### config.mk
export PLATFORM = sky130hd
export DESIGN_NAME = lane_sequencer
export DESIGN_NICKNAME = d
export VERILOG_FILES = /design/src/hdl/lane_seq_pkg.sv /design/src/hdl/pe_req_register.sv /design/src/hdl/lane_vl_split.sv /design/src/hdl/opreq_builder.sv /design/src/hdl/opreq_slots.sv /design/src/hdl/issue_ctrl.sv /design/src/hdl/insn_tracker.sv /design/src/hdl/lane_sequencer.sv
export SDC_FILE = /design/constraint.sdc
export NUM_CORES = 1
export LEC_CHECK = 0
export BUFFER_PORTS_ARGS = -buffer_cell sky130_fd_sc_hd__buf_2
export CORE_ASPECT_RATIO = 0.6
export CORE_UTILIZATION = 48
export CTS_CLUSTER_SIZE = 40
export DETAILED_ROUTE_END_ITERATION = 7
export PLACE_DENSITY_LB_ADDON = 0.12
export SYNTH_ARGS = -nofsm -noshare
export SYNTH_HDL_FRONTEND = slang
export SYNTH_SLANG_ARGS = --single-unit
### constraint.sdc
create_clock -name clk_i -period 6.3 [get_ports clk_i]
set_input_delay 0 -clock clk_i [delete_from_list [all_inputs] [get_ports clk_i]]
set_output_delay 0 -clock clk_i [all_outputs]
set_load 0.005 [all_outputs]
### src/hdl/lane_seq_pkg.sv
// Lane sequencer shared types
`default_nettype none

package lane_seq_pkg;

  ////////////////////////////////////////////////////
  // Sizes and register indices
  ////////////////////////////////////////////////////

  localparam int unsigned NrVInsn    = 8;
  localparam int unsigned NrOpQueues = 7;
  localparam int unsigned VlWidth    = 16;
  localparam int unsigned VregWidth  = 5;

  // The mask always lives in v0
  localparam logic [VregWidth-1:0] VMASK = '0;

  // Operand queue indices, MaskM is the last one
  localparam int unsigned AluA    = 0;
  localparam int unsigned AluB    = 1;
  localparam int unsigned MulFpuA = 2;
  localparam int unsigned MulFpuB = 3;
  localparam int unsigned MulFpuC = 4;
  localparam int unsigned StA     = 5;
  localparam int unsigned MaskM   = 6;

  ////////////////////////////////////////////////////
  // Types
  ////////////////////////////////////////////////////

  typedef logic [$clog2(NrVInsn)-1:0] vid_t;

  typedef enum logic [1:0] {VFU_None, VFU_Alu, VFU_MFpu, VFU_StoreUnit} vfu_e;
  typedef enum logic [2:0] {VADD, VMUL, VFMACC, VREDSUM, VSE} op_e;
  typedef enum logic [1:0] {EW8, EW16, EW32, EW64} vew_e;

  // Request from the main sequencer
  typedef struct packed {
    vid_t                 id;
    op_e                  op;
    vfu_e                 vfu;
    logic                 vm;
    logic [VregWidth-1:0] vs1;
    logic [VregWidth-1:0] vs2;
    logic [VregWidth-1:0] vd;
    logic                 use_vs1;
    logic                 use_vs2;
    logic                 use_vd_op;
    logic                 swap_vs2_vd_op;
    vew_e                 eew_vs1;
    vew_e                 eew_vs2;
    vew_e                 eew_vd_op;
    vew_e                 vsew;
    logic [VlWidth-1:0]   vl;
    logic [VlWidth-1:0]   vstart;
    logic [NrVInsn-1:0]   hazard_vs1;
    logic [NrVInsn-1:0]   hazard_vs2;
    logic [NrVInsn-1:0]   hazard_vd;
    logic [NrVInsn-1:0]   hazard_vm;
  } pe_req_t;

  // Command toward the operand requester
  typedef struct packed {
    vid_t                 id;
    logic [VregWidth-1:0] vs;
    vew_e                 eew;
    logic [VlWidth-1:0]   vl;
    logic [VlWidth-1:0]   vstart;
    logic [NrVInsn-1:0]   hazard;
    logic                 zext_neutral;
  } opreq_cmd_t;

  // Lane-local operation for the functional units
  typedef struct packed {
    vid_t                 id;
    op_e                  op;
    vfu_e                 vfu;
    logic                 vm;
    logic [VregWidth-1:0] vd;
    vew_e                 vsew;
    logic [VlWidth-1:0]   vl;
    logic [VlWidth-1:0]   vstart;
  } vfu_op_t;

  typedef struct packed {
    logic [NrVInsn-1:0] vinsn_done;
  } pe_resp_t;

  typedef struct packed {
    logic [VlWidth-1:0] vl_lane;
    logic [VlWidth-1:0] vstart_lane;
    logic               muted;
  } lane_len_t;

endpackage

`default_nettype wire

### src/hdl/pe_req_register.sv
// Request fall-through register
`timescale 1ns/1ps
`default_nettype none

module pe_req_register import lane_seq_pkg::*; (
  input  logic    clk_i,
  input  logic    rst_ni,
  input  pe_req_t req_i,
  input  logic    valid_i,
  output logic    ready_o,
  output pe_req_t req_o,
  output logic    valid_o,
  input  logic    ready_i
);

  pe_req_t data_q;
  logic    full_q;

  // An empty register shows the incoming request directly
  assign valid_o = full_q | valid_i;
  assign req_o   = full_q ? data_q : req_i;
  assign ready_o = ~full_q | ready_i;

  always_ff @(posedge clk_i or negedge rst_ni) begin
    if (!rst_ni) begin
      full_q <= 1'b0;
    end else if (full_q) begin
      full_q <= ~ready_i | valid_i;
    end else begin
      full_q <= valid_i & ~ready_i;
    end
  end

  // Storing a request that passes straight through is harmless
  always_ff @(posedge clk_i) begin
    if (valid_i && ready_o) begin
      data_q <= req_i;
    end
  end

  a_hold_stable: assert property (@(posedge clk_i) disable iff (!rst_ni)
    valid_o && !ready_i |=> valid_o && $stable(req_o))
    else $error("Pending request changed before it was taken");

endmodule

`default_nettype wire

### src/hdl/lane_vl_split.sv
// Per-lane length split
`timescale 1ns/1ps
`default_nettype none

module lane_vl_split import lane_seq_pkg::*; #(
  parameter  int unsigned NrLanes     = 4,
  localparam int unsigned LaneIdWidth = $clog2(NrLanes)
) (
  input  logic [LaneIdWidth-1:0] lane_id_i,
  input  pe_req_t                req_i,
  output lane_len_t              len_o
);

  logic [VlWidth-1:0] vl_lane;
  logic [VlWidth-1:0] vstart_lane;
  logic               lane_fu;

  // Elements are interleaved, so the low lanes take the remainder
  assign vl_lane = (req_i.vl >> LaneIdWidth) +
                   VlWidth'(lane_id_i < req_i.vl[LaneIdWidth-1:0]);

  assign vstart_lane = (req_i.vstart >> LaneIdWidth) +
                       VlWidth'(lane_id_i < req_i.vstart[LaneIdWidth-1:0]);

  // Only the in-lane units can skip an instruction
  assign lane_fu = (req_i.vfu == VFU_Alu) || (req_i.vfu == VFU_MFpu);

  // Reductions need every lane to take part, even an empty one
  always_comb begin
    len_o.vl_lane     = vl_lane;
    len_o.vstart_lane = vstart_lane;
    len_o.muted       = (vl_lane == '0) && lane_fu && (req_i.op != VREDSUM);
  end

endmodule

`default_nettype wire

### src/hdl/opreq_builder.sv
// Operand request command builder
`timescale 1ns/1ps
`default_nettype none

module opreq_builder import lane_seq_pkg::*; #(
  parameter  int unsigned NrLanes     = 4,
  localparam int unsigned LaneIdWidth = $clog2(NrLanes)
) (
  input  pe_req_t                     req_i,
  input  lane_len_t                   len_i,
  output opreq_cmd_t [NrOpQueues-1:0] cmd_o,
  output logic       [NrOpQueues-1:0] push_o
);

  // Divide by a power of two, rounding up
  function automatic logic [VlWidth-1:0] ceil_shr(logic [VlWidth-1:0] val, int unsigned sh);
    logic [VlWidth-1:0] rem_mask;
    rem_mask = ~({VlWidth{1'b1}} << sh);
    return (val >> sh) + VlWidth'(|(val & rem_mask));
  endfunction

  function automatic opreq_cmd_t make_cmd(opreq_cmd_t base, logic [VregWidth-1:0] vs,
                                          vew_e eew, logic [VlWidth-1:0] vl,
                                          logic [NrVInsn-1:0] hazard);
    opreq_cmd_t cmd;
    cmd        = base;
    cmd.vs     = vs;
    cmd.eew    = eew;
    cmd.vl     = vl;
    cmd.hazard = hazard;
    return cmd;
  endfunction

  always_comb begin
    opreq_cmd_t         base;
    logic               redsum;
    logic               lane_empty;
    logic               swap;
    logic [NrVInsn-1:0] hz_vs1;
    logic [NrVInsn-1:0] hz_vs2;
    logic [VlWidth-1:0] vl_mask;

    base        = '0;
    base.id     = req_i.id;
    base.vstart = len_i.vstart_lane;

    redsum     = (req_i.op == VREDSUM);
    lane_empty = (len_i.vl_lane == '0);
    swap       = req_i.swap_vs2_vd_op;
    hz_vs1     = req_i.hazard_vs1 | req_i.hazard_vd;
    hz_vs2     = req_i.hazard_vs2 | req_i.hazard_vd;

    // One mask bit per element, packed across all lanes
    vl_mask = ceil_shr(req_i.vl, 3 + LaneIdWidth + int'(req_i.vsew));

    cmd_o  = '0;
    push_o = '0;

    unique case (req_i.vfu)
      VFU_Alu: begin
        // The scalar accumulator of a reduction sits in AluA
        cmd_o[AluA] = make_cmd(base, req_i.vs1, req_i.eew_vs1,
                               redsum ? VlWidth'(1) : len_i.vl_lane, hz_vs1);
        cmd_o[AluB] = make_cmd(base, req_i.vs2, req_i.eew_vs2,
                               (redsum && lane_empty) ? VlWidth'(1) : len_i.vl_lane, hz_vs2);
        // An empty lane feeds the reduction with neutral values
        cmd_o[AluA].zext_neutral = lane_empty;
        cmd_o[AluB].zext_neutral = lane_empty;
        push_o[AluA] = req_i.use_vs1;
        push_o[AluB] = req_i.use_vs2;
      end
      VFU_MFpu: begin
        cmd_o[MulFpuA] = make_cmd(base, req_i.vs1, req_i.eew_vs1, len_i.vl_lane, hz_vs1);
        if (swap) begin
          cmd_o[MulFpuB] = make_cmd(base, req_i.vd, req_i.eew_vd_op, len_i.vl_lane,
                                    req_i.hazard_vd);
          cmd_o[MulFpuC] = make_cmd(base, req_i.vs2, req_i.eew_vs2, len_i.vl_lane, hz_vs2);
        end else begin
          cmd_o[MulFpuB] = make_cmd(base, req_i.vs2, req_i.eew_vs2, len_i.vl_lane, hz_vs2);
          cmd_o[MulFpuC] = make_cmd(base, req_i.vd, req_i.eew_vd_op, len_i.vl_lane,
                                    req_i.hazard_vd);
        end
        push_o[MulFpuA] = req_i.use_vs1;
        push_o[MulFpuB] = swap ? req_i.use_vd_op : req_i.use_vs2;
        push_o[MulFpuC] = swap ? req_i.use_vs2 : req_i.use_vd_op;
      end
      VFU_StoreUnit: begin
        // The store unit collects from all lanes, so every lane sends the rounded-up share
        cmd_o[StA]  = make_cmd(base, req_i.vs1, req_i.eew_vs1,
                               ceil_shr(req_i.vl, LaneIdWidth), hz_vs1);
        push_o[StA] = req_i.use_vs1;
      end
      default: ;
    endcase

    if (req_i.vfu != VFU_None) begin
      cmd_o[MaskM]  = make_cmd(base, VMASK, req_i.vsew, vl_mask,
                               req_i.hazard_vm | req_i.hazard_vd);
      push_o[MaskM] = ~req_i.vm;
    end

    // A skipped instruction needs no operands at all
    if (len_i.muted) begin
      push_o = '0;
    end
  end

endmodule

`default_nettype wire

### src/hdl/opreq_slots.sv
// Operand request slots
`timescale 1ns/1ps
`default_nettype none

module opreq_slots import lane_seq_pkg::*; (
  input  logic                        clk_i,
  input  logic                        rst_ni,
  input  opreq_cmd_t [NrOpQueues-1:0] cmd_i,
  input  logic       [NrOpQueues-1:0] push_i,
  output opreq_cmd_t [NrOpQueues-1:0] cmd_o,
  output logic       [NrOpQueues-1:0] valid_o,
  input  logic       [NrOpQueues-1:0] ready_i
);

  // A slot drains on ready and refills on push, the push taking priority
  always_ff @(posedge clk_i or negedge rst_ni) begin
    if (!rst_ni) begin
      valid_o <= '0;
    end else begin
      valid_o <= push_i | (valid_o & ~ready_i);
    end
  end

  always_ff @(posedge clk_i) begin
    for (int q = 0; q < NrOpQueues; q++) begin
      if (push_i[q]) begin
        cmd_o[q] <= cmd_i[q];
      end
    end
  end

  // The issue logic only pushes into slots it found free
  a_no_overwrite: assert property (@(posedge clk_i) disable iff (!rst_ni)
    (push_i & valid_o & ~ready_i) == '0)
    else $error("Operand request pushed into an occupied slot");

endmodule

`default_nettype wire

### src/hdl/issue_ctrl.sv
// Issue control
`timescale 1ns/1ps
`default_nettype none

module issue_ctrl import lane_seq_pkg::*; (
  input  logic                  clk_i,
  input  logic                  rst_ni,
  input  pe_req_t               req_i,
  input  logic                  valid_i,
  input  lane_len_t             len_i,
  input  logic [NrOpQueues-1:0] slot_busy_i,
  input  logic [NrVInsn-1:0]    running_i,
  output logic                  accept_o,
  output vfu_op_t               vfu_op_o,
  output logic                  vfu_op_valid_o
);

  logic [NrOpQueues-1:0] used_slots;

  // Slots that the request's unit could push into
  always_comb begin
    used_slots = '0;
    unique case (req_i.vfu)
      VFU_Alu: begin
        used_slots[AluA]  = 1'b1;
        used_slots[AluB]  = 1'b1;
        used_slots[MaskM] = 1'b1;
      end
      VFU_MFpu: begin
        used_slots[MulFpuA] = 1'b1;
        used_slots[MulFpuB] = 1'b1;
        used_slots[MulFpuC] = 1'b1;
        used_slots[MaskM]   = 1'b1;
      end
      VFU_StoreUnit: begin
        used_slots[StA]   = 1'b1;
        used_slots[MaskM] = 1'b1;
      end
      default: ;
    endcase
  end

  // A request whose ID is still live waits in the register
  assign accept_o = valid_i && !running_i[req_i.id] && ((slot_busy_i & used_slots) == '0);

  always_ff @(posedge clk_i or negedge rst_ni) begin
    if (!rst_ni) begin
      vfu_op_valid_o <= 1'b0;
    end else begin
      vfu_op_valid_o <= accept_o & ~len_i.muted;
    end
  end

  always_ff @(posedge clk_i) begin
    if (accept_o) begin
      vfu_op_o.id     <= req_i.id;
      vfu_op_o.op     <= req_i.op;
      vfu_op_o.vfu    <= req_i.vfu;
      vfu_op_o.vm     <= req_i.vm;
      vfu_op_o.vd     <= req_i.vd;
      vfu_op_o.vsew   <= req_i.vsew;
      vfu_op_o.vl     <= len_i.vl_lane;
      vfu_op_o.vstart <= len_i.vstart_lane;
    end
  end

endmodule

`default_nettype wire

### src/hdl/insn_tracker.sv
// Instruction ID tracker
`timescale 1ns/1ps
`default_nettype none

module insn_tracker import lane_seq_pkg::*; (
  input  logic               clk_i,
  input  logic               rst_ni,
  input  logic [NrVInsn-1:0] pe_running_i,
  input  logic               accept_i,
  input  vid_t               accept_id_i,
  input  logic               muted_i,
  input  logic [NrVInsn-1:0] alu_done_i,
  input  logic [NrVInsn-1:0] mfpu_done_i,
  output logic [NrVInsn-1:0] running_o,
  output pe_resp_t           resp_o,
  output logic               alu_done_o,
  output logic               mfpu_done_o
);

  logic [NrVInsn-1:0] running_q;
  logic [NrVInsn-1:0] done_q;
  logic [NrVInsn-1:0] accept_oh;

  assign accept_oh = accept_i ? (NrVInsn'(1) << accept_id_i) : '0;

  // The main sequencer retires IDs by dropping them from its running set
  assign running_o = running_q & pe_running_i;

  assign resp_o.vinsn_done = done_q;

  always_ff @(posedge clk_i or negedge rst_ni) begin
    if (!rst_ni) begin
      running_q   <= '0;
      done_q      <= '0;
      alu_done_o  <= 1'b0;
      mfpu_done_o <= 1'b0;
    end else begin
      running_q   <= running_o | accept_oh;
      // A muted instruction is finished as soon as it is accepted
      done_q      <= alu_done_i | mfpu_done_i | (muted_i ? accept_oh : '0);
      alu_done_o  <= |alu_done_i;
      mfpu_done_o <= |mfpu_done_i;
    end
  end

endmodule

`default_nettype wire

### src/hdl/lane_sequencer.sv
// Lane sequencer issue stage
`timescale 1ns/1ps
`default_nettype none

module lane_sequencer import lane_seq_pkg::*; #(
  parameter  int unsigned NrLanes     = 4,
  localparam int unsigned LaneIdWidth = $clog2(NrLanes)
) (
  input  logic                        clk_i,
  input  logic                        rst_ni,
  input  logic       [LaneIdWidth-1:0] lane_id_i,
  // Main sequencer side
  input  pe_req_t                     pe_req_i,
  input  logic                        pe_req_valid_i,
  input  logic       [NrVInsn-1:0]    pe_vinsn_running_i,
  output logic                        pe_req_ready_o,
  output pe_resp_t                    pe_resp_o,
  // Operand requester side
  output opreq_cmd_t [NrOpQueues-1:0] operand_request_o,
  output logic       [NrOpQueues-1:0] operand_request_valid_o,
  input  logic       [NrOpQueues-1:0] operand_request_ready_i,
  output logic                        alu_vinsn_done_o,
  output logic                        mfpu_vinsn_done_o,
  // Functional unit side, the ready inputs are not needed for issue
  output vfu_op_t                     vfu_operation_o,
  output logic                        vfu_operation_valid_o,
  input  logic                        alu_ready_i,
  input  logic       [NrVInsn-1:0]    alu_vinsn_done_i,
  input  logic                        mfpu_ready_i,
  input  logic       [NrVInsn-1:0]    mfpu_vinsn_done_i
);

  if (NrLanes < 2 || NrLanes > 8 || (NrLanes & (NrLanes - 1)) != 0) begin : gen_lanes_check
    $error("NrLanes must be a power of two from 2 to 8");
  end

  pe_req_t                     req;
  logic                        req_valid;
  logic                        accept;
  lane_len_t                   len;
  opreq_cmd_t [NrOpQueues-1:0] build_cmd;
  logic       [NrOpQueues-1:0] build_push;
  logic       [NrOpQueues-1:0] slot_push;
  logic       [NrVInsn-1:0]    running;

  ////////////////////////////////////////////////////
  // Request path
  ////////////////////////////////////////////////////

  pe_req_register i_req_reg (
    .clk_i   (clk_i),
    .rst_ni  (rst_ni),
    .req_i   (pe_req_i),
    .valid_i (pe_req_valid_i),
    .ready_o (pe_req_ready_o),
    .req_o   (req),
    .valid_o (req_valid),
    .ready_i (accept)
  );

  lane_vl_split #(
    .NrLanes (NrLanes)
  ) i_vl_split (
    .lane_id_i (lane_id_i),
    .req_i     (req),
    .len_o     (len)
  );

  ////////////////////////////////////////////////////
  // Operand requests
  ////////////////////////////////////////////////////

  opreq_builder #(
    .NrLanes (NrLanes)
  ) i_builder (
    .req_i  (req),
    .len_i  (len),
    .cmd_o  (build_cmd),
    .push_o (build_push)
  );

  // Slots only load on the accepting edge
  assign slot_push = build_push & {NrOpQueues{accept}};

  opreq_slots i_slots (
    .clk_i   (clk_i),
    .rst_ni  (rst_ni),
    .cmd_i   (build_cmd),
    .push_i  (slot_push),
    .cmd_o   (operand_request_o),
    .valid_o (operand_request_valid_o),
    .ready_i (operand_request_ready_i)
  );

  ////////////////////////////////////////////////////
  // Issue and bookkeeping
  ////////////////////////////////////////////////////

  issue_ctrl i_issue (
    .clk_i          (clk_i),
    .rst_ni         (rst_ni),
    .req_i          (req),
    .valid_i        (req_valid),
    .len_i          (len),
    .slot_busy_i    (operand_request_valid_o),
    .running_i      (running),
    .accept_o       (accept),
    .vfu_op_o       (vfu_operation_o),
    .vfu_op_valid_o (vfu_operation_valid_o)
  );

  insn_tracker i_tracker (
    .clk_i        (clk_i),
    .rst_ni       (rst_ni),
    .pe_running_i (pe_vinsn_running_i),
    .accept_i     (accept),
    .accept_id_i  (req.id),
    .muted_i      (len.muted),
    .alu_done_i   (alu_vinsn_done_i),
    .mfpu_done_i  (mfpu_vinsn_done_i),
    .running_o    (running),
    .resp_o       (pe_resp_o),
    .alu_done_o   (alu_vinsn_done_o),
    .mfpu_done_o  (mfpu_vinsn_done_o)
  );

endmodule

`default_nettype wire

==> run metrics, run 1 <==
Seq/Total Area, Yosys 72.7%; CP cell instances mux2i_1 -> ha_1 -> o21a_1 -> nor2_1 -> ha_1 -> nand4b_1 -> a222oi_1 -> nand2_1 -> xnor2_1 -> nor4_2 -> nand4_2 -> buf_4 -> and2_2 -> buf_4; synthesized cell area 20600 um^2; simple-gate area share of the yosys netlist 11.6%; crit path max fanout 27; Max Fclk 198 MHz; RSZ-0062 raised after global routing false; postcts setup bufs 0; first-pass GRT wire length 87600 um; Crit path required time 6.54 ns; slowest stage cell, crit path and2_2; Final period util 80.0%; Critical Path AT 5.28 ns; Power Dens Cells 464 nW/um^2; Antenna Violating Nets Remaining 0; worst slack, placed 1.40 ns; Global Route Usage Sum 26.8%; Post-Synth Adder-Cell Area 0.899%; antenna cells 0; main combinational cell family by area after synthesis simple AND/OR/NAND/NOR gates; final setup TNS 0 ns; count of unique library cells instantiated by Yosys 69; minimum clock period 5.04 ns; Synth area leaders edfxtp_1, mux2i_1, and2_1; core area 42100 um^2; peak supply drop 337 uV; # hold bufs at CTS 139; Final nets 2174; die height 162 um; Synth async-reset ratio 5.37%; leakage power 10.7 nW; CTS resizes 0; Initial Utilization 48.9%; pin count of the biggest net entering global routing 84; initial antenna violation count 0; Core Util, Final 63.3%; Crit Path Class reg -> reg; CP endpoint kind flip-flop; Mapped Cells 1337; Via density 5.27; Worst setup SP type flip-flop; CTS tree done; EDFF count, synth 476; drt pass-1 iters 6; area share of the largest cell type after synthesis 69.4%; Synth Warn # 0; die area 43800 um^2; Area Growth Syn to Fin 29.5%; H-tree levels 2; total wire length 60400 um; xor/xnor cell area share of the yosys netlist 1.66%; Placement Cell Area 23800 um^2; wire length per cell 23.0 um; clk_lat worst skew 0.56 ns; Compound-Gate Fraction of Synth Area 4.24%; GPL Wtd Cong 0.890; Buffers on Ports 530; clk root buf clkbuf_16; # setup viols final 0; via count 13900; #FFs+latches synth 503; slew at the pin closest to its max-slew limit 1.26 ns; CTS Sinks 503; grt ovf 0; clk slew on worst S/H paths 0.06 ns; max-slew violation count 0; total CTS buffers 47; Max Root-Sink Buffers 3; post-synthesis mux area share 5.84%; max-slew headroom at the worst pin 13.7%; Yosys top cell by area edfxtp_1; vias in the first global route 13500; worst hold path class in -> reg; ys flop type edfxtp_1; status finished clean; layout cell share with drive strength beyond 1 32.7%; num ports 562; Core Rows 58; Final Cell Area 26700 um^2; Syn Area/Cell 15.4 um^2; Fin Clk Skew 0.0186 ns; Filler Cells Inserted 3269; Die W 269 um; Fin. Hold Viols 0; slowest stage delay, CP 0.75 ns; DRC viols 0; Initial DRC Count 1213; Post-DP HPWL 41900 um; MaxCap Viol Count 0; fin worst setup slack 1.26 ns
## cells by family (layout without fill, tap and decap cells)
logic type / count (synthesis) / after routing
AO/OA/AOI/OAI: 132 / 132
AND/OR/NAND/NOR: 417 / 417
adder cells (fa/ha/maj): 15 / 15
other: 1 / 29
flip-flops: 503 / 503
multiplexers: 115 / 115
XOR/XNOR: 39 / 39
buffers and inverters: 115 / 810
## worst max-delay path, delay by kind of cell, from the launching register on
kind	cells	cell delay [ns]
AOI/OAI and AO/OA	2	0.61
xor gates and xnor gates	1	0.65
adders and majority gates	2	0.55
buffers and inverters	2	0.63
DFF	1	0.54
muxes	1	0.22
and+or+nand+nor	6	1.48
## Yosys cell counts (22+ instances only)
cell	n
a21oi_1	28
nand2_1	75
buf_4	31
dfrtp_1	27
xnor2_1	24
and2_1	113
mux2i_1	89
nor2b_1	76
o21ai_0	36
nand3_1	32
mux2_2	22
edfxtp_1	476
clkbuf_1	30
and3_1	23
nor2_1	45
inv_1	31
## flip-flops by register name, indices dropped and copies added, names as in the netlist
name	flops
i_issue.vfu_op_o	46
i_issue.vfu_op_valid_o	1
i_req_reg.data_q	100
i_req_reg.full_q	1
i_slots.cmd_o	330
i_slots.valid_o	7
i_tracker.alu_done_o	1
i_tracker.mfpu_done_o	1
i_tracker.resp_o	8
i_tracker.running_q	8
## power by group
part / switching (mW) / total, mW / leakage (nW) / internal [mW]
registers: 0.279 / 5.35 / 4.79 / 5.07
clock network: 1.24 / 2.72 / 0.699 / 1.48
logic: 2.81 / 4.31 / 5.22 / 1.50
total: 4.33 / 12.4 / 10.7 / 8.04
## cell usage in the layout, fill, tap and decap left out, types with 15 or more instances in the layout
cell,Yosys,final
conb_1,1,29
mux2_2,22,22
o21ai_0,36,36
clkbuf_16,0,49
dlygate4sd3_1,0,139
xor2_1,15,15
mux2i_1,89,87
dfrtp_1,27,26
nand3_1,32,32
nor2_1,45,45
a21oi_1,28,28
nor2b_1,76,76
buf_2,15,530
xnor2_1,24,24
buf_4,31,19
and2_1,113,111
inv_1,31,31
and3_1,23,22
nand2_1,75,75
edfxtp_1,476,476
## per-stage QoR
stage	instances	hold WS, ns	power [mW]
floorplan	1365	-0.296	7.81
global placement	2404	0.0603	9.59
detailed placement	2404	0.0551	9.65
CTS	2630	0.131	12.4
global route	2630	0.147	13.0
finish	2630	0.168	12.4
## cell type report
cell class                      instances  area [um^2]  area share, %
Sequential cell                       503        15000           56.2
Clock inverter                         26          176          0.662
Multi-Input combinational cell        747         5150           19.3
Timing Repair Buffer                  691         4250           15.9
Tap cell                              570          713           2.68
Inverter                               32          123          0.460
Clock buffer                           61         1270           4.77
## per-layer routing
layer | routed length, um | up-vias | track usage (%)
met4 | 1050 | 0 | 5.48
met2 | 29400 | 609 | 44.5
met3 | 4350 | 78 | 4.85
li1 | - | 6266 | -
met1 | 25600 | 6903 | 37.3
met5 | 0 | - | 0
## final timing paths
check	cells past startpoint	slack, ns	from	endpoint
setup / recovery	14	1.26	i_req_reg.full_q	i_slots.cmd_o[170]
hold / removal	2	0.17	pe_req_i[5]	i_req_reg.data_q[5]
setup reg to reg	14	1.26	i_req_reg.full_q	i_slots.cmd_o[170]
hold reg to reg	2	0.49	i_tracker.running_q[1]	i_tracker.running_q[1]
max in group asynchronous	4	4.03	rst_ni	i_req_reg.full_q
min in group asynchronous	3	0.36	rst_ni	i_slots.valid_o[4]
(Power assumes the default switching activity.)
==> inputs of run 2 (changes only) <==
clock period = 4.6 ns   (was 6.3 ns; I/O delays follow)
==> run metrics, run 2 (synthesis gave the netlist of run 1 again) <==
max-slew headroom at the worst pin 34.3%; max reg flops 330; Fin. Hold Viols 0; initial antenna violation count 7; Biggest register i_slots.cmd_o; Critical Path AT 4.40 ns; # setup viols final 0; Final nets 2179; die height 162 um; Power Total 17.2 mW; num ports 562; Crit Path Class reg -> reg; core area 42100 um^2; total CTS buffers 46; worst hold path class in -> reg; status finished clean; postcts setup bufs 0; pin count of the biggest net entering global routing 114; hold depth 2; GPL Wtd Cong 0.867; Die W 269 um; reg2reg path depth 14; Finished Layout Cells 2637; clk slew on worst S/H paths 0.06 ns; M2 GR Usage 42.8%; Antenna Violating Nets Remaining 0; top flop regs i_slots.cmd_o (330), i_req_reg.data_q (100), i_issue.vfu_op_o (46); Area Growth Syn to Fin 30.0%; clk root buf clkbuf_16; family with the most delay on the worst path simple AND/OR/NAND/NOR gates; CP most frequent cell ha_1; Via density 5.27; Worst R2R Setup Slack 0.39 ns; Worst setup SP type flip-flop; Global Route Usage Sum 27.1%; commonest non-fill, non-tap cell in the layout buf_2; most frequent cells in the layout buf_2, edfxtp_1, dlygate4sd3_1; Fin Clk Skew 0.0131 ns; crit path max fanout 48; RR Endpoint i_slots.cmd_o[236]; first-pass GRT wire length 87200 um; GRT Max-Usage Layer met2; final setup TNS 0 ns; Power Dens Cells 643 nW/um^2; drt pass-1 iters 5; minimum clock period 4.21 ns; Placed Cells 2409; Crit path required time 4.79 ns; Buf+Inv Stages, Crit Path 2; via count 13900; slowest stage delay, CP 0.50 ns; total wire length 60900 um; MaxCap Viol Count 0; grt met1 use 38.3%; CTS tree done; CP cell instances mux2i_1 -> ha_1 -> o21a_1 -> nor2_1 -> ha_1 -> ha_1 -> inv_1 -> a21oi_1 -> buf_4 -> nand3_1 -> xnor2_2 -> nor4_2 -> nand4_2 -> and4_4; FF/Latch Area 15000 um^2; min-delay src pe_req_i[7]; leakage power 10.8 nW; die area 43800 um^2; Core Util, Final 63.6%; vias in the first global route 13400; layout cell share with drive strength beyond 1 33.0%; Initial DRC Count 1288; max-slew violation count 0; RSZ-0062 raised after global routing false; Final period util 91.5%; clk_lat worst skew 0.56 ns; slew at the pin closest to its max-slew limit 0.965 ns; WHS 0.158 ns; Max Root-Sink Buffers 3; DRC viols 0; WHS Endpoint i_req_reg.data_q[7]; Core Rows 58; Max Fclk 238 MHz; grt ovf 0; grt met3 use 5.91%; Multi-input gate area 5180 um^2; Filler Cells Inserted 3161; peak supply drop 472 uV; Buffers on Ports 530; Initial Utilization 48.9%; CTS Sinks 503; H-tree levels 2; Post-DP HPWL 42000 um; slowest stage cell, crit path dfrtp_4; CP endpoint kind flip-flop; wire length per cell 23.1 um; Worst R2R Start i_req_reg.full_q
[run 2: cell count changes in the layout (fill, tap and decap cells not counted), sizes merged]
cell | previous run | this run
clkinvlp | 5 | 3
diode | 0 | 4
buf | 552 | 557
bufinv | 1 | 3
clkinv | 18 | 16
inv | 34 | 32
and3 | 23 | 24
clkbuf | 61 | 62
[run 2: timing repair]
item,in CTS,in global routing
resized for setup,0,2
hold buffers,139,0
setup endpoints to repair,0,137
hold endpoints to repair,264,0
[run 2: where the power goes]
part           total (mW)  internal, mW  leakage, nW  switching [mW]
sequential           7.35          6.94         4.79           0.405
clock                3.82          2.14        0.721            1.68
combinational        6.04          2.11         5.26            3.93
[run 2: worst register-to-register path, cell delays in order (launching register included)]
cell     delay (ns)
dfrtp_4        0.50
mux2i_1        0.20
ha_1           0.26
o21a_1         0.12
nor2_1         0.10
ha_1           0.25
ha_1           0.26
inv_1          0.11
a21oi_1        0.19
buf_4          0.16
nand3_1        0.10
xnor2_2        0.23
nor4_2         0.50
nand4_2        0.29
and4_4         0.47
[run 2: per-layer routing]
metal | share of wire [%] | up-vias
met5 | 0.056 | -
met4 | 2.3 | 6
met3 | 7.6 | 99
met2 | 47 | 606
met1 | 43 | 6904
li1 | - | 6276
[run 2: how the worst max path moves through the flow]
stage,endpoint,cells past startpoint,startpoint,slack [ns]
2_1_floorplan,i_slots.cmd_o[256],18,i_req_reg.full_q,-0.02
3_3_place_gp,i_slots.cmd_o[322],15,i_req_reg.full_q,0.33
6_report,i_slots.cmd_o[236],14,i_req_reg.full_q,0.39
3_5_place_dp,i_slots.cmd_o[318],15,i_req_reg.full_q,0.24
4_1_cts,i_slots.cmd_o[327],15,i_req_reg.full_q,0.20
5_1_grt,i_slots.cmd_o[70],14,i_req_reg.full_q,0.13
[run 2: stage by stage]
step	setup WS, ns	instance area [um^2]
global placement	0.333	23900
floorplan	-0.0191	20700
global route	0.127	26800
detailed placement	0.243	23900
CTS	0.205	26700
finish	0.391	26800
[run 2: final cells by class]
class | instances | share of cell area (%)
Sequential cell | 503 | 55.9
Clock inverter | 22 | 0.720
Antenna cell | 4 | 0.0374
Inverter | 32 | 0.458
Clock buffer | 62 | 4.82
Timing Repair Buffer | 696 | 16.0
Tap cell | 570 | 2.66
Multi-Input combinational cell | 748 | 19.4
==> inputs of run 3 (changes only) <==
RECOVER_POWER = 25   (was unset)
==> run metrics, run 3 (synthesis gave the netlist of run 1 again) <==
GPL Wtd Cong 0.867; first-pass GRT wire length 87200 um; CTS tree done; CP cell instances mux2i_1 -> ha_1 -> o21a_1 -> nor2_1 -> ha_1 -> nand4b_1 -> a22oi_1 -> nand3_1 -> xor2_1 -> nor4_2 -> nand4_2 -> and4_4; status finished clean; grt ovf 0; CP endpoint kind flip-flop; Final period util 92.6%; WHS Endpoint i_req_reg.data_q[90]; slew at the pin closest to its max-slew limit 0.959 ns; max reg flops 330; Global Route Usage Sum 27.1%; Critical Path AT 4.44 ns; H-tree levels 2; Fin. Hold Viols 0; clk slew on worst S/H paths 0.07 ns; Via density 5.28; Biggest register i_slots.cmd_o; Antenna Violating Nets Remaining 0; Initial Utilization 48.9%; hold depth 2; die area 43800 um^2; Area Growth Syn to Fin 28.5%; max-slew headroom at the worst pin 34.7%; Core Rows 58; RSZ-0062 raised after global routing false; Worst R2R Setup Slack 0.34 ns; Fin Clk Skew 0.0148 ns; reg2reg path depth 12; Final Cell Area 26500 um^2; minimum clock period 4.26 ns; Die W 269 um; vias in the first global route 13400; max-slew violation count 0; final setup TNS 0 ns; postcts setup bufs 0; total CTS buffers 46; MaxCap Viol Count 0; Final nets 2179; worst hold path class in -> reg; min-delay src pe_req_i[90]; # setup viols final 0; initial antenna violation count 7; Crit Path Class reg -> reg; CP startpoint i_req_reg.full_q; top flop regs i_slots.cmd_o (330), i_req_reg.data_q (100), i_issue.vfu_op_o (46); via count 13900; slowest stage delay, CP 0.85 ns; clk root buf clkbuf_16; Buffers on Ports 530; CTS Sinks 503; slowest stage cell, crit path and4_4; layout cell share with drive strength beyond 1 21.0%; most frequent cells in the layout edfxtp_1, buf_2, clkbuf_1; crit path max fanout 49; core area 42100 um^2; Crit path required time 4.78 ns; wire length per cell 23.1 um; clk_lat worst skew 0.56 ns; peak supply drop 467 uV; DRC viols 0; Power Dens Cells 647 nW/um^2; Max Root-Sink Buffers 3; leakage power 10.1 nW; num ports 562; Worst R2R Start i_req_reg.full_q; pin count of the biggest net entering global routing 114; CP most frequent cell ha_1; Max Fclk 235 MHz; commonest non-fill, non-tap cell in the layout edfxtp_1; Post-DP HPWL 42000 um; Worst setup SP type flip-flop; die height 162 um; total wire length 60800 um; drt pass-1 iters 5; Placement Cell Area 23900 um^2; Initial DRC Count 1270; RR Endpoint i_slots.cmd_o[99]
-- run 3: cell count changes in the layout (fill, tap and decap cells not counted), sizes merged --
cell and change:
buf -248, clkbuf +248
-- run 3: worst max-delay path by stage --
| stage | end | slack (ns) | depth (start not counted) |
|---|---|---|---|
| 3_5_place_dp | i_slots.cmd_o[318] | 0.24 | 15 |
| 2_1_floorplan | i_slots.cmd_o[256] | -0.02 | 18 |
| 3_3_place_gp | i_slots.cmd_o[322] | 0.33 | 15 |
| 4_1_cts | i_slots.cmd_o[327] | 0.20 | 15 |
| 6_report | i_slots.cmd_o[99] | 0.34 | 12 |
| 5_1_grt | i_slots.cmd_o[70] | 0.13 | 14 |
-- run 3: critical path, delay by kind of cell, from the launching register on --
family	cells	cell delay (ns)
and+or+nand+nor	6	1.67
adders and majority gates	2	0.51
DFF	1	0.50
xor gates and xnor gates	1	0.48
AOI/OAI and AO/OA	2	0.45
muxes	1	0.20
-- run 3: through the flow --
| stage | util [%] | power [mW] | setup slack [ns] | hold slack, ns | std cells |
|---|---|---|---|---|---|
| floorplan | - | 10.7 | -0.0191 | -0.296 | 1365 |
| global placement | 56.7 | 13.2 | 0.333 | 0.0660 | 2409 |
| detailed placement | 56.7 | 13.3 | 0.243 | 0.0633 | 2409 |
| CTS | 63.5 | 17.2 | 0.205 | 0.133 | 2632 |
| global route | 62.9 | 17.9 | 0.127 | 0.155 | 2636 |
| finish | 62.9 | 17.1 | 0.341 | 0.169 | 2637 |
-- run 3: report_power, final --
| part | switching [mW] | internal (mW) |
|---|---|---|
| Sequential | 0.414 | 6.94 |
| Clock | 1.67 | 2.14 |
| Combinational | 3.93 | 2.02 |
-- run 3: layer usage --
layer | global-route usage (%) | routed length, um | share of wire (%) | vias to the layer above
li1 | - | - | - | 6288
met1 | 38.3 | 26100 | 43 | 6908
met2 | 42.8 | 28500 | 47 | 628
met3 | 5.91 | 4760 | 7.8 | 103
met4 | 6.77 | 1430 | 2.4 | 6
met5 | 0 | 34 | 0.056 | -
-- run 3: what timing repair did --
| item | in CTS | in global routing |
|---|---|---|
| setup endpoints to repair | 0 | 137 |
| hold endpoints to repair | 264 | 0 |
| hold buffers | 139 | 0 |
| gates resized for setup | 0 | 2 |
-- run 3: area by class of cell --
cell class	instances	area [um^2]
Multi-Input combinational cell	748	5180
Fill cell	3290	15600
Sequential cell	503	15000
Clock inverter	22	193
Clock buffer	62	1290
Tap cell	570	713
Timing Repair Buffer	696	3970
Inverter	32	123
Antenna cell	4	10.0
